===== src/source/intr_test_pkg.sv =====
// Shared widths, types and constants for the host-interrupt test block

package intr_test_pkg;

    // ====================
    // Interrupt IDs
    // ====================

    // One request is sent per ID, counting up from 0
    localparam int NUM_INTR_IDS = 4;
    localparam int INTR_ID_WIDTH = 2;

    typedef logic [INTR_ID_WIDTH-1:0] intr_id_t;

    // Must hold every value from 0 up to NUM_INTR_IDS
    typedef logic [2:0] intr_count_t;

    // ====================
    // CSR space
    // ====================

    // MMIO addresses are 64-bit word indices
    localparam int MMIO_ADDR_WIDTH = 4;
    localparam int NUM_CSRS = 16;

    typedef logic [63:0] csr_data_t;

    typedef enum logic [MMIO_ADDR_WIDTH-1:0] {
        CSR_TEST_ID_LO = 0,
        CSR_TEST_ID_HI = 1,
        CSR_CONFIG = 2,
        CSR_STATUS = 3
    } csr_idx_e;

    // Identifies this test to the driver, read back as two words
    localparam logic [127:0] TEST_ID = 128'h5b1e_0c47_9a2d_4e83_b6f1_07c3_d29a_6e45;

    // ====================
    // Host channel
    // ====================

    localparam int HOST_ADDR_WIDTH = 16;

    typedef logic [7:0] host_user_t;

    // Bit positions inside the user field of requests and responses
    localparam int UFLAG_INTERRUPT = 0;
    localparam int UFLAG_FENCE = 1;
    localparam int UFLAG_ID_LSB = 2;

    typedef enum logic {
        ENG_IDLE,
        ENG_ISSUE
    } eng_state_e;

endpackage


===== src/source/engine_csr_if.sv =====
// CSR link that carries write strobes to the interrupt engine and status back

`timescale 1ns/10ps

interface engine_csr_if;

    import intr_test_pkg::*;

    // Registered copy of an MMIO write, valid for one cycle
    logic      wr_req;
    csr_idx_e  wr_idx;
    csr_data_t wr_data;

    // Engine status as it appears in CSR_STATUS
    // Mask of answered IDs in bits 11:8, response count in bits 2:0
    csr_data_t status_data;

    // High while interrupt requests are still being issued
    logic      status_active;

    // Side of the CSR manager
    modport mgr
    (
        output wr_req,
        output wr_idx,
        output wr_data,
        input  status_data,
        input  status_active
    );

    // Side of the interrupt engine
    modport engine
    (
        input  wr_req,
        input  wr_idx,
        input  wr_data,
        output status_data,
        output status_active
    );

endinterface


===== src/source/csr_mgr.sv =====
// CSR manager that decodes MMIO writes and answers MMIO reads over the CSR map

`timescale 1ns/10ps

module csr_mgr
(
    input  logic                                       clk,
    input  logic                                       reset_n,

    input  logic                                       mmio_write,
    input  logic                                       mmio_read,
    input  logic [intr_test_pkg::MMIO_ADDR_WIDTH-1:0] mmio_address,
    input  intr_test_pkg::csr_data_t                   mmio_writedata,
    output logic                                       mmio_readdatavalid,
    output intr_test_pkg::csr_data_t                   mmio_readdata,

    engine_csr_if.mgr                                  eng
);

    import intr_test_pkg::*;

    // ====================
    // Write path
    // ====================

    // Writes are registered once before they reach the engine
    // The strobe is control state and is cleared by reset
    always_ff @(posedge clk)
    begin
        if (!reset_n)
        begin
            eng.wr_req <= 1'b0;
        end
        else
        begin
            eng.wr_req <= mmio_write;
        end
    end

    // Index and data only mean something while wr_req is high
    always_ff @(posedge clk)
    begin
        if (mmio_write)
        begin
            eng.wr_idx <= csr_idx_e'(mmio_address);
            eng.wr_data <= mmio_writedata;
        end
    end

    // ====================
    // Read map
    // ====================

    // Every decoded word is listed here, unused words read as zero
    csr_data_t csr_rd [NUM_CSRS];

    always_comb
    begin
        for (int i = 0; i < NUM_CSRS; i++)
        begin
            csr_rd[i] = '0;
        end

        // Test identifier split over two words, low half first
        csr_rd[CSR_TEST_ID_LO] = TEST_ID[63:0];
        csr_rd[CSR_TEST_ID_HI] = TEST_ID[127:64];

        // Number of interrupt IDs above the engine count
        // Only a single engine exists, so the count is a constant 1
        csr_rd[CSR_CONFIG][15:8] = 8'(NUM_INTR_IDS);
        csr_rd[CSR_CONFIG][7:0] = 8'd1;

        // Response count and mask come straight from the engine
        csr_rd[CSR_STATUS] = eng.status_data;
    end

    // ====================
    // Read response
    // ====================

    // Data is returned exactly one cycle after the read is sampled
    always_ff @(posedge clk)
    begin
        if (!reset_n)
        begin
            mmio_readdatavalid <= 1'b0;
        end
        else
        begin
            mmio_readdatavalid <= mmio_read;
        end
    end

    // The data word needs no reset, it is qualified by readdatavalid
    always_ff @(posedge clk)
    begin
        if (mmio_read)
        begin
            mmio_readdata <= csr_rd[mmio_address];
        end
    end

    // ====================
    // Checks
    // ====================

    // Reads and writes share one address bus, so they may not overlap
    assert property (
        @(posedge clk) disable iff (!reset_n)
        !(mmio_read && mmio_write)
    )
    else
    begin
        $error("MMIO read and write in the same cycle");
    end

endmodule


===== src/source/intr_engine.sv =====
// Interrupt engine that sends one interrupt per ID and records the responses

`timescale 1ns/10ps

module intr_engine
(
    input  logic                                       clk,
    input  logic                                       reset_n,

    engine_csr_if.engine                               csr,

    output logic                                       host_wr_write,
    output logic [intr_test_pkg::HOST_ADDR_WIDTH-1:0] host_wr_address,
    output intr_test_pkg::host_user_t                  host_wr_user,
    input  logic                                       host_waitrequest,
    input  logic                                       host_wr_response_valid,
    input  intr_test_pkg::host_user_t                  host_wr_response_user
);

    import intr_test_pkg::*;

    eng_state_e  state;
    intr_id_t    cur_id;
    intr_id_t    max_id;

    intr_count_t rsp_count;
    logic [NUM_INTR_IDS-1:0] rsp_mask;

    logic        start_cmd;
    logic        req_accepted;
    logic        rsp_flagged;
    intr_id_t    rsp_id;

    // A write to CSR 0 starts a run, even while one is already going
    assign start_cmd = csr.wr_req && (csr.wr_idx == CSR_TEST_ID_LO);

    // The host takes a request on any edge where it is not waiting
    assign req_accepted = (state == ENG_ISSUE) && !host_waitrequest;

    // ====================
    // Request sequencer
    // ====================

    always_ff @(posedge clk)
    begin
        if (!reset_n)
        begin
            state <= ENG_IDLE;
            cur_id <= '0;
        end
        else if (start_cmd)
        begin
            // Restart from ID 0 whatever the current state is
            state <= ENG_ISSUE;
            cur_id <= '0;
        end
        else if (req_accepted)
        begin
            // Leave once the highest ID has been taken by the host
            if (cur_id == max_id)
            begin
                state <= ENG_IDLE;
            end
            cur_id <= cur_id + 1'b1;
        end
    end

    // Highest ID comes from the low bits of the start write
    always_ff @(posedge clk)
    begin
        if (start_cmd)
        begin
            max_id <= csr.wr_data[INTR_ID_WIDTH-1:0];
        end
    end

    // The request is a level that follows the state
    // It is held low during reset, before the state register settles
    assign host_wr_write = (state == ENG_ISSUE) && reset_n;
    assign host_wr_address = HOST_ADDR_WIDTH'(cur_id);

    // Flag the write as an interrupt and carry the ID so a response can be matched
    always_comb
    begin
        host_wr_user = '0;
        host_wr_user[UFLAG_INTERRUPT] = 1'b1;
        host_wr_user[UFLAG_ID_LSB +: INTR_ID_WIDTH] = cur_id;
    end

    // ====================
    // Response tracking
    // ====================

    assign rsp_flagged = host_wr_response_valid && host_wr_response_user[UFLAG_INTERRUPT];
    assign rsp_id = host_wr_response_user[UFLAG_ID_LSB +: INTR_ID_WIDTH];

    always_ff @(posedge clk)
    begin
        if (!reset_n || start_cmd)
        begin
            rsp_count <= '0;
            rsp_mask <= '0;
        end
        else if (rsp_flagged)
        begin
            rsp_count <= rsp_count + 1'b1;
            rsp_mask[rsp_id] <= 1'b1;
        end
    end

    // Status word as software sees it in CSR_STATUS
    always_comb
    begin
        csr.status_data = '0;
        csr.status_data[11:8] = rsp_mask;
        csr.status_data[2:0] = rsp_count;
    end

    assign csr.status_active = (state == ENG_ISSUE);

    // ====================
    // Checks
    // ====================

    // Every write response from the host must be an interrupt answer without fence
    assert property (
        @(posedge clk) disable iff (!reset_n)
        host_wr_response_valid |->
            (host_wr_response_user[UFLAG_INTERRUPT] && !host_wr_response_user[UFLAG_FENCE])
    )
    else
    begin
        $error("Response user flags wrong: %h", host_wr_response_user);
    end

    // A request the host is holding off stays unchanged, unless software restarts
    assert property (
        @(posedge clk) disable iff (!reset_n)
        (host_wr_write && host_waitrequest && !start_cmd) |=>
            (host_wr_write && $stable(host_wr_address) && $stable(host_wr_user))
    )
    else
    begin
        $error("Waiting interrupt request changed");
    end

endmodule


===== src/source/intr_test_afu.sv =====
// Top level of the host-interrupt test block with MMIO and host-channel ports

`timescale 1ns/10ps

module intr_test_afu
(
    input  logic                                       clk,
    input  logic                                       reset_n,

    // MMIO from software, one 64-bit CSR word per address
    input  logic                                       mmio_write,
    input  logic                                       mmio_read,
    input  logic [intr_test_pkg::MMIO_ADDR_WIDTH-1:0] mmio_address,
    input  intr_test_pkg::csr_data_t                   mmio_writedata,
    output logic                                       mmio_readdatavalid,
    output intr_test_pkg::csr_data_t                   mmio_readdata,

    // Host write channel that carries the interrupt requests
    output logic                                       host_wr_write,
    output logic [intr_test_pkg::HOST_ADDR_WIDTH-1:0] host_wr_address,
    output intr_test_pkg::host_user_t                  host_wr_user,
    input  logic                                       host_waitrequest,
    input  logic                                       host_wr_response_valid,
    input  intr_test_pkg::host_user_t                  host_wr_response_user
);

    // Write strobes go down, status comes back up
    engine_csr_if eng_csr ();

    csr_mgr u_csr_mgr
    (
        .clk                    (clk),
        .reset_n                (reset_n),
        .mmio_write             (mmio_write),
        .mmio_read              (mmio_read),
        .mmio_address           (mmio_address),
        .mmio_writedata         (mmio_writedata),
        .mmio_readdatavalid     (mmio_readdatavalid),
        .mmio_readdata          (mmio_readdata),
        .eng                    (eng_csr)
    );

    // Single engine, started through CSR 0
    intr_engine u_intr_engine
    (
        .clk                    (clk),
        .reset_n                (reset_n),
        .csr                    (eng_csr),
        .host_wr_write          (host_wr_write),
        .host_wr_address        (host_wr_address),
        .host_wr_user           (host_wr_user),
        .host_waitrequest       (host_waitrequest),
        .host_wr_response_valid (host_wr_response_valid),
        .host_wr_response_user  (host_wr_response_user)
    );

endmodule


===== config.mk =====
export PLATFORM = sky130hd
export DESIGN_NAME = intr_test_afu
export DESIGN_NICKNAME = d
export VERILOG_FILES = /design/src/source/intr_test_pkg.sv /design/src/source/engine_csr_if.sv /design/src/source/csr_mgr.sv /design/src/source/intr_engine.sv /design/src/source/intr_test_afu.sv
export SDC_FILE = /design/constraint.sdc
export NUM_CORES = 1
export LEC_CHECK = 0
export ABC_AREA = 0
export BUFFER_PORTS_ARGS = -buffer_cell sky130_fd_sc_hd__buf_2
export CORE_ASPECT_RATIO = 1.75
export CORE_MARGIN = 2
export CORE_UTILIZATION = 25
export CTS_CLUSTER_DIAMETER = 120
export DETAILED_ROUTE_END_ITERATION = 6
export GPL_ROUTABILITY_DRIVEN = 1
export GPL_TIMING_DRIVEN = 0
export PLACE_DENSITY_LB_ADDON = 0.3
export RECOVER_POWER = 50
export SYNTH_ARGS = -nofsm -noshare
export SYNTH_HDL_FRONTEND = slang
export SYNTH_SLANG_ARGS = --single-unit
export TNS_END_PERCENT = 30

===== constraint.sdc =====
create_clock -name clk -period 3.73 [get_ports clk]
set_clock_uncertainty 0.2 [all_clocks]
set_input_delay 0.5595 -clock clk [delete_from_list [all_inputs] [get_ports clk]]
set_output_delay 0.5595 -clock clk [all_outputs]
set_load 0.1 [all_outputs]

==> summary.txt <==
Run status
  – Outcome: finished, violations left
  – Failing checks: capacitance limit, slew limit

Clock tree
  – Hold-fix buffers, CTS: 0
  – CTS root buf: clkbuf_16
  – Sink Count: 30
  – Post-CTS Setup Bufs: 0
  – Post_cts resized: 0
  – Clk pin slew, worst setup/hold paths: 0.05 ns
  – Clock tree buffer depth: 2
  – CTS H-tree lvls: 2
  – CTS tree: yes
  – CTS buffer count: 5
  – Worst-skew pair later-pin latency: 0.27 ns

Floorplan
  – Die Span X: 66.96 um
  – Rows: 40
  – Core ar.: 6807 um2
  – Die Span Y: 114.2 um
  – DIE AREA: 7645 um2
  – Total I/O pin count: 172
  – Effective utilization at floorplan: 0.2548

STA
  – Max-slew violations: 10
  – Fmax: 0.4208 GHz
  – Max_slew headroom: -0.1563
  – Worst-Margin Slew: 1.712 ns
  – Endpoints failing setup: 0
  – Slack of the critical path: 1.353 ns
  – Hold Fails Final Rpt: 0
  – Hold slack: 0.2171 ns
  – RSZ-0062 raised after global routing: no
  – Final period demand of the worst path: 2.377 ns
  – Crit share post-route: 0.6372
  – Setup_tns: 0 ns

Min path
  – Hold WC Path Type: flop to flop
  – Hold path start: u_csr_mgr.eng.wr_data[0]
  – Hold depth: 0
  – Hold endpoint: u_intr_engine.max_id[0]

Routing
  – DRT Wirelength: 3.144 mm
  – Vias per cell: 3.416
  – Vias post-DR: 1233
  – ANT nets after route: 0
  – DRC Markers: 0
  – Drt first pass iters: 4
  – Starting DRT DRC Count: 15
  – Avg WL per Cell: 8.709 um

Worst setup path
  – CP endpoint kind: flop
  – Critical path peak fanout: 9
  – RR Endpoint: u_intr_engine.rsp_mask[1]
  – Kind of critical path: flop to flop
  – CP arrival: 2.26 ns
  – R2R cell count: 2
  – CP required: 3.61 ns
  – Kind of start point of the critical path: flop
  – Reg2reg start: u_csr_mgr.eng.wr_idx[1]
  – Flop2flop setup slack: 1.35 ns

Synth
  – Post-synth EDFFs: 18
  – Mean Syn Cell Area: 10.38 um2
  – Netlist cell types: 29
  – Mapped Cells: 167
  – Synthesis Warnings: 0
  – Number of synthesized register bits: 30
  – Post-synthesis sequential area ratio: 0.4502
  – Ys async rst share: 0
  – Primary FF master, synth: edfxtp_1
  – Post-Syn Area: 1734 um2

Power
  – PwrDens: 543.7 nW/um2
  – Total Power: 1306 uW
  – Peak supply drop: 225.4 uV
  – Leak: 0.001223 uW

Place
  – Input/output buffers: 68
  – DP HPWL: 2.593 mm
  – DP Cell Count: 353
  – Placer Congestion: 0.6879
  – Setup WS pre-CTS: 1.653 ns

GRT
  – GR Util met2: 0.1453
  – Gr usage total: 0.07783
  – Met1 usage: 0.07391
  – First-pass GRT wire length: 4.485 mm
  – Largest net degree at the start of global routing: 17
  – GR peak layer: met2
  – Initial antenna violation count: 0
  – Vias in the first global route: 956
  – Gr ovfl total: 0
  – Grt met3 use: 0.01868

Finish
  – Area grow syn2layout: 38.53%
  – Post-layout net count: 359
  – Non-filler cells, final: 361
  – Share of cells above drive strength 1: 0.5307
  – N_diodes: 0

Run
  – Max cap viols: 1
through the flow:
step,area (um2),utilization
after detailed placement,2307,0.3390
after global routing,2402,0.3529
after global placement,2307,0.3390
after CTS,2445,0.3592
final,2402,0.3529
after floorplan,1862,-
Yosys cell counts (2+ instances only):
cell / n / area share
buf_4: 76 / 0.33
edfxtp_1: 18 / 0.31
dfxtp_1: 12 / 0.14
nor2_1: 11 / 0.024
nand2_1: 5 / 0.011
a21oi_1: 4 / 0.012
and2_1: 4 / 0.014
inv_1: 4 / 0.0087
nand3_1: 4 / 0.012
xnor2_1: 3 / 0.015
xor2_1: 3 / 0.015
a41oi_1: 2 / 0.010
conb_1: 2 / 0.0043
nor3_1: 2 / 0.0058
o31a_1: 2 / 0.010
or2_2: 2 / 0.0072
layout by cell type, fill, tap and decap left out, drive strengths merged:
cell type	netlist	final
a21oi	4	4
a22o	1	1
a31oi	1	1
a41oi	2	2
and2	4	4
buf	78	138
clkbuf	1	15
clkinv	0	2
conb	2	36
dfxtp	12	12
edfxtp	18	18
ha	1	1
inv	4	4
nand2	5	5
nand2b	1	1
nand3	4	4
nand3b	1	1
nor2	12	12
nor2b	1	1
nor3	2	2
nor4	1	1
o21ai	1	1
o31a	2	2
o41ai	1	1
or2	2	2
xnor2	3	3
xor2	3	3
layer usage:
layer,share of wire,vias up
met4,0.018,0
met5,0,-
li1,-,651
met2,0.49,77
met3,0.12,4
met1,0.36,501
area by class of cell:
cell class | count | area, um2
Buffer | 79 | 583.1
Clock buffer | 6 | 128.9
Clock inverter | 2 | 8.758
Fill cell | 691 | 4404
Inverter | 4 | 15.01
Multi-Input combinational cell | 88 | 449.2
Sequential cell | 30 | 780.7
Tap cell | 84 | 105.1
Timing Repair Buffer | 68 | 331.6
cell families (layout without fill, tap and decap cells):
group | Yosys count | in the layout | synth area share
other cells | 2 | 36 | 0.004331
compound gates | 12 | 12 | 0.05917
flops | 30 | 30 | 0.4502
buf+inv | 83 | 159 | 0.3492
xor+xnor | 6 | 6 | 0.03031
fa+ha+maj | 1 | 1 | 0.007214
simple gates | 33 | 33 | 0.09957
how the worst max path moves through the flow:
stage | startpoint | endpoint | slack [ns] | cells past startpoint
6_report | u_csr_mgr.eng.wr_idx[1] | u_intr_engine.rsp_mask[1] | 1.35 | 2
5_1_grt | u_csr_mgr.eng.wr_idx[2] | u_intr_engine.rsp_count[2] | 1.11 | 3
4_1_cts | u_csr_mgr.mmio_readdata[61] | mmio_readdata[39] | 1.44 | 2
3_5_place_dp | reset_n | host_wr_write | 1.65 | 3
3_3_place_gp | reset_n | host_wr_write | 1.66 | 3
2_1_floorplan | u_csr_mgr.mmio_readdata[61] | mmio_readdata[13] | 1.39 | 1
flip-flops by register name, summed over array words and instances (netlist names):
| register | count |
|---|---|
| u_intr_engine.max_id | 2 |
| u_intr_engine.rsp_mask | 4 |
| u_csr_mgr.eng.wr_data | 2 |
| u_intr_engine.rsp_count | 3 |
| u_csr_mgr.eng.wr_req | 1 |
| u_csr_mgr.mmio_readdata | 10 |
| u_csr_mgr.eng.wr_idx | 4 |
| u_intr_engine.csr.status_active | 1 |
| u_csr_mgr.mmio_readdatavalid | 1 |
| u_intr_engine.cur_id | 2 |
power breakdown:
part	switching, uW	internal (uW)	total, uW
clock network	129	243	372
registers	13.3	370	383
logic	459	92.3	551
total	601	705	1310
critical path, stage by stage, from the launching register on:
cell and delay (ns):
edfxtp_1 0.41, o41ai_1 1.46, nor2_1 0.12
(Power assumes the default switching activity.)
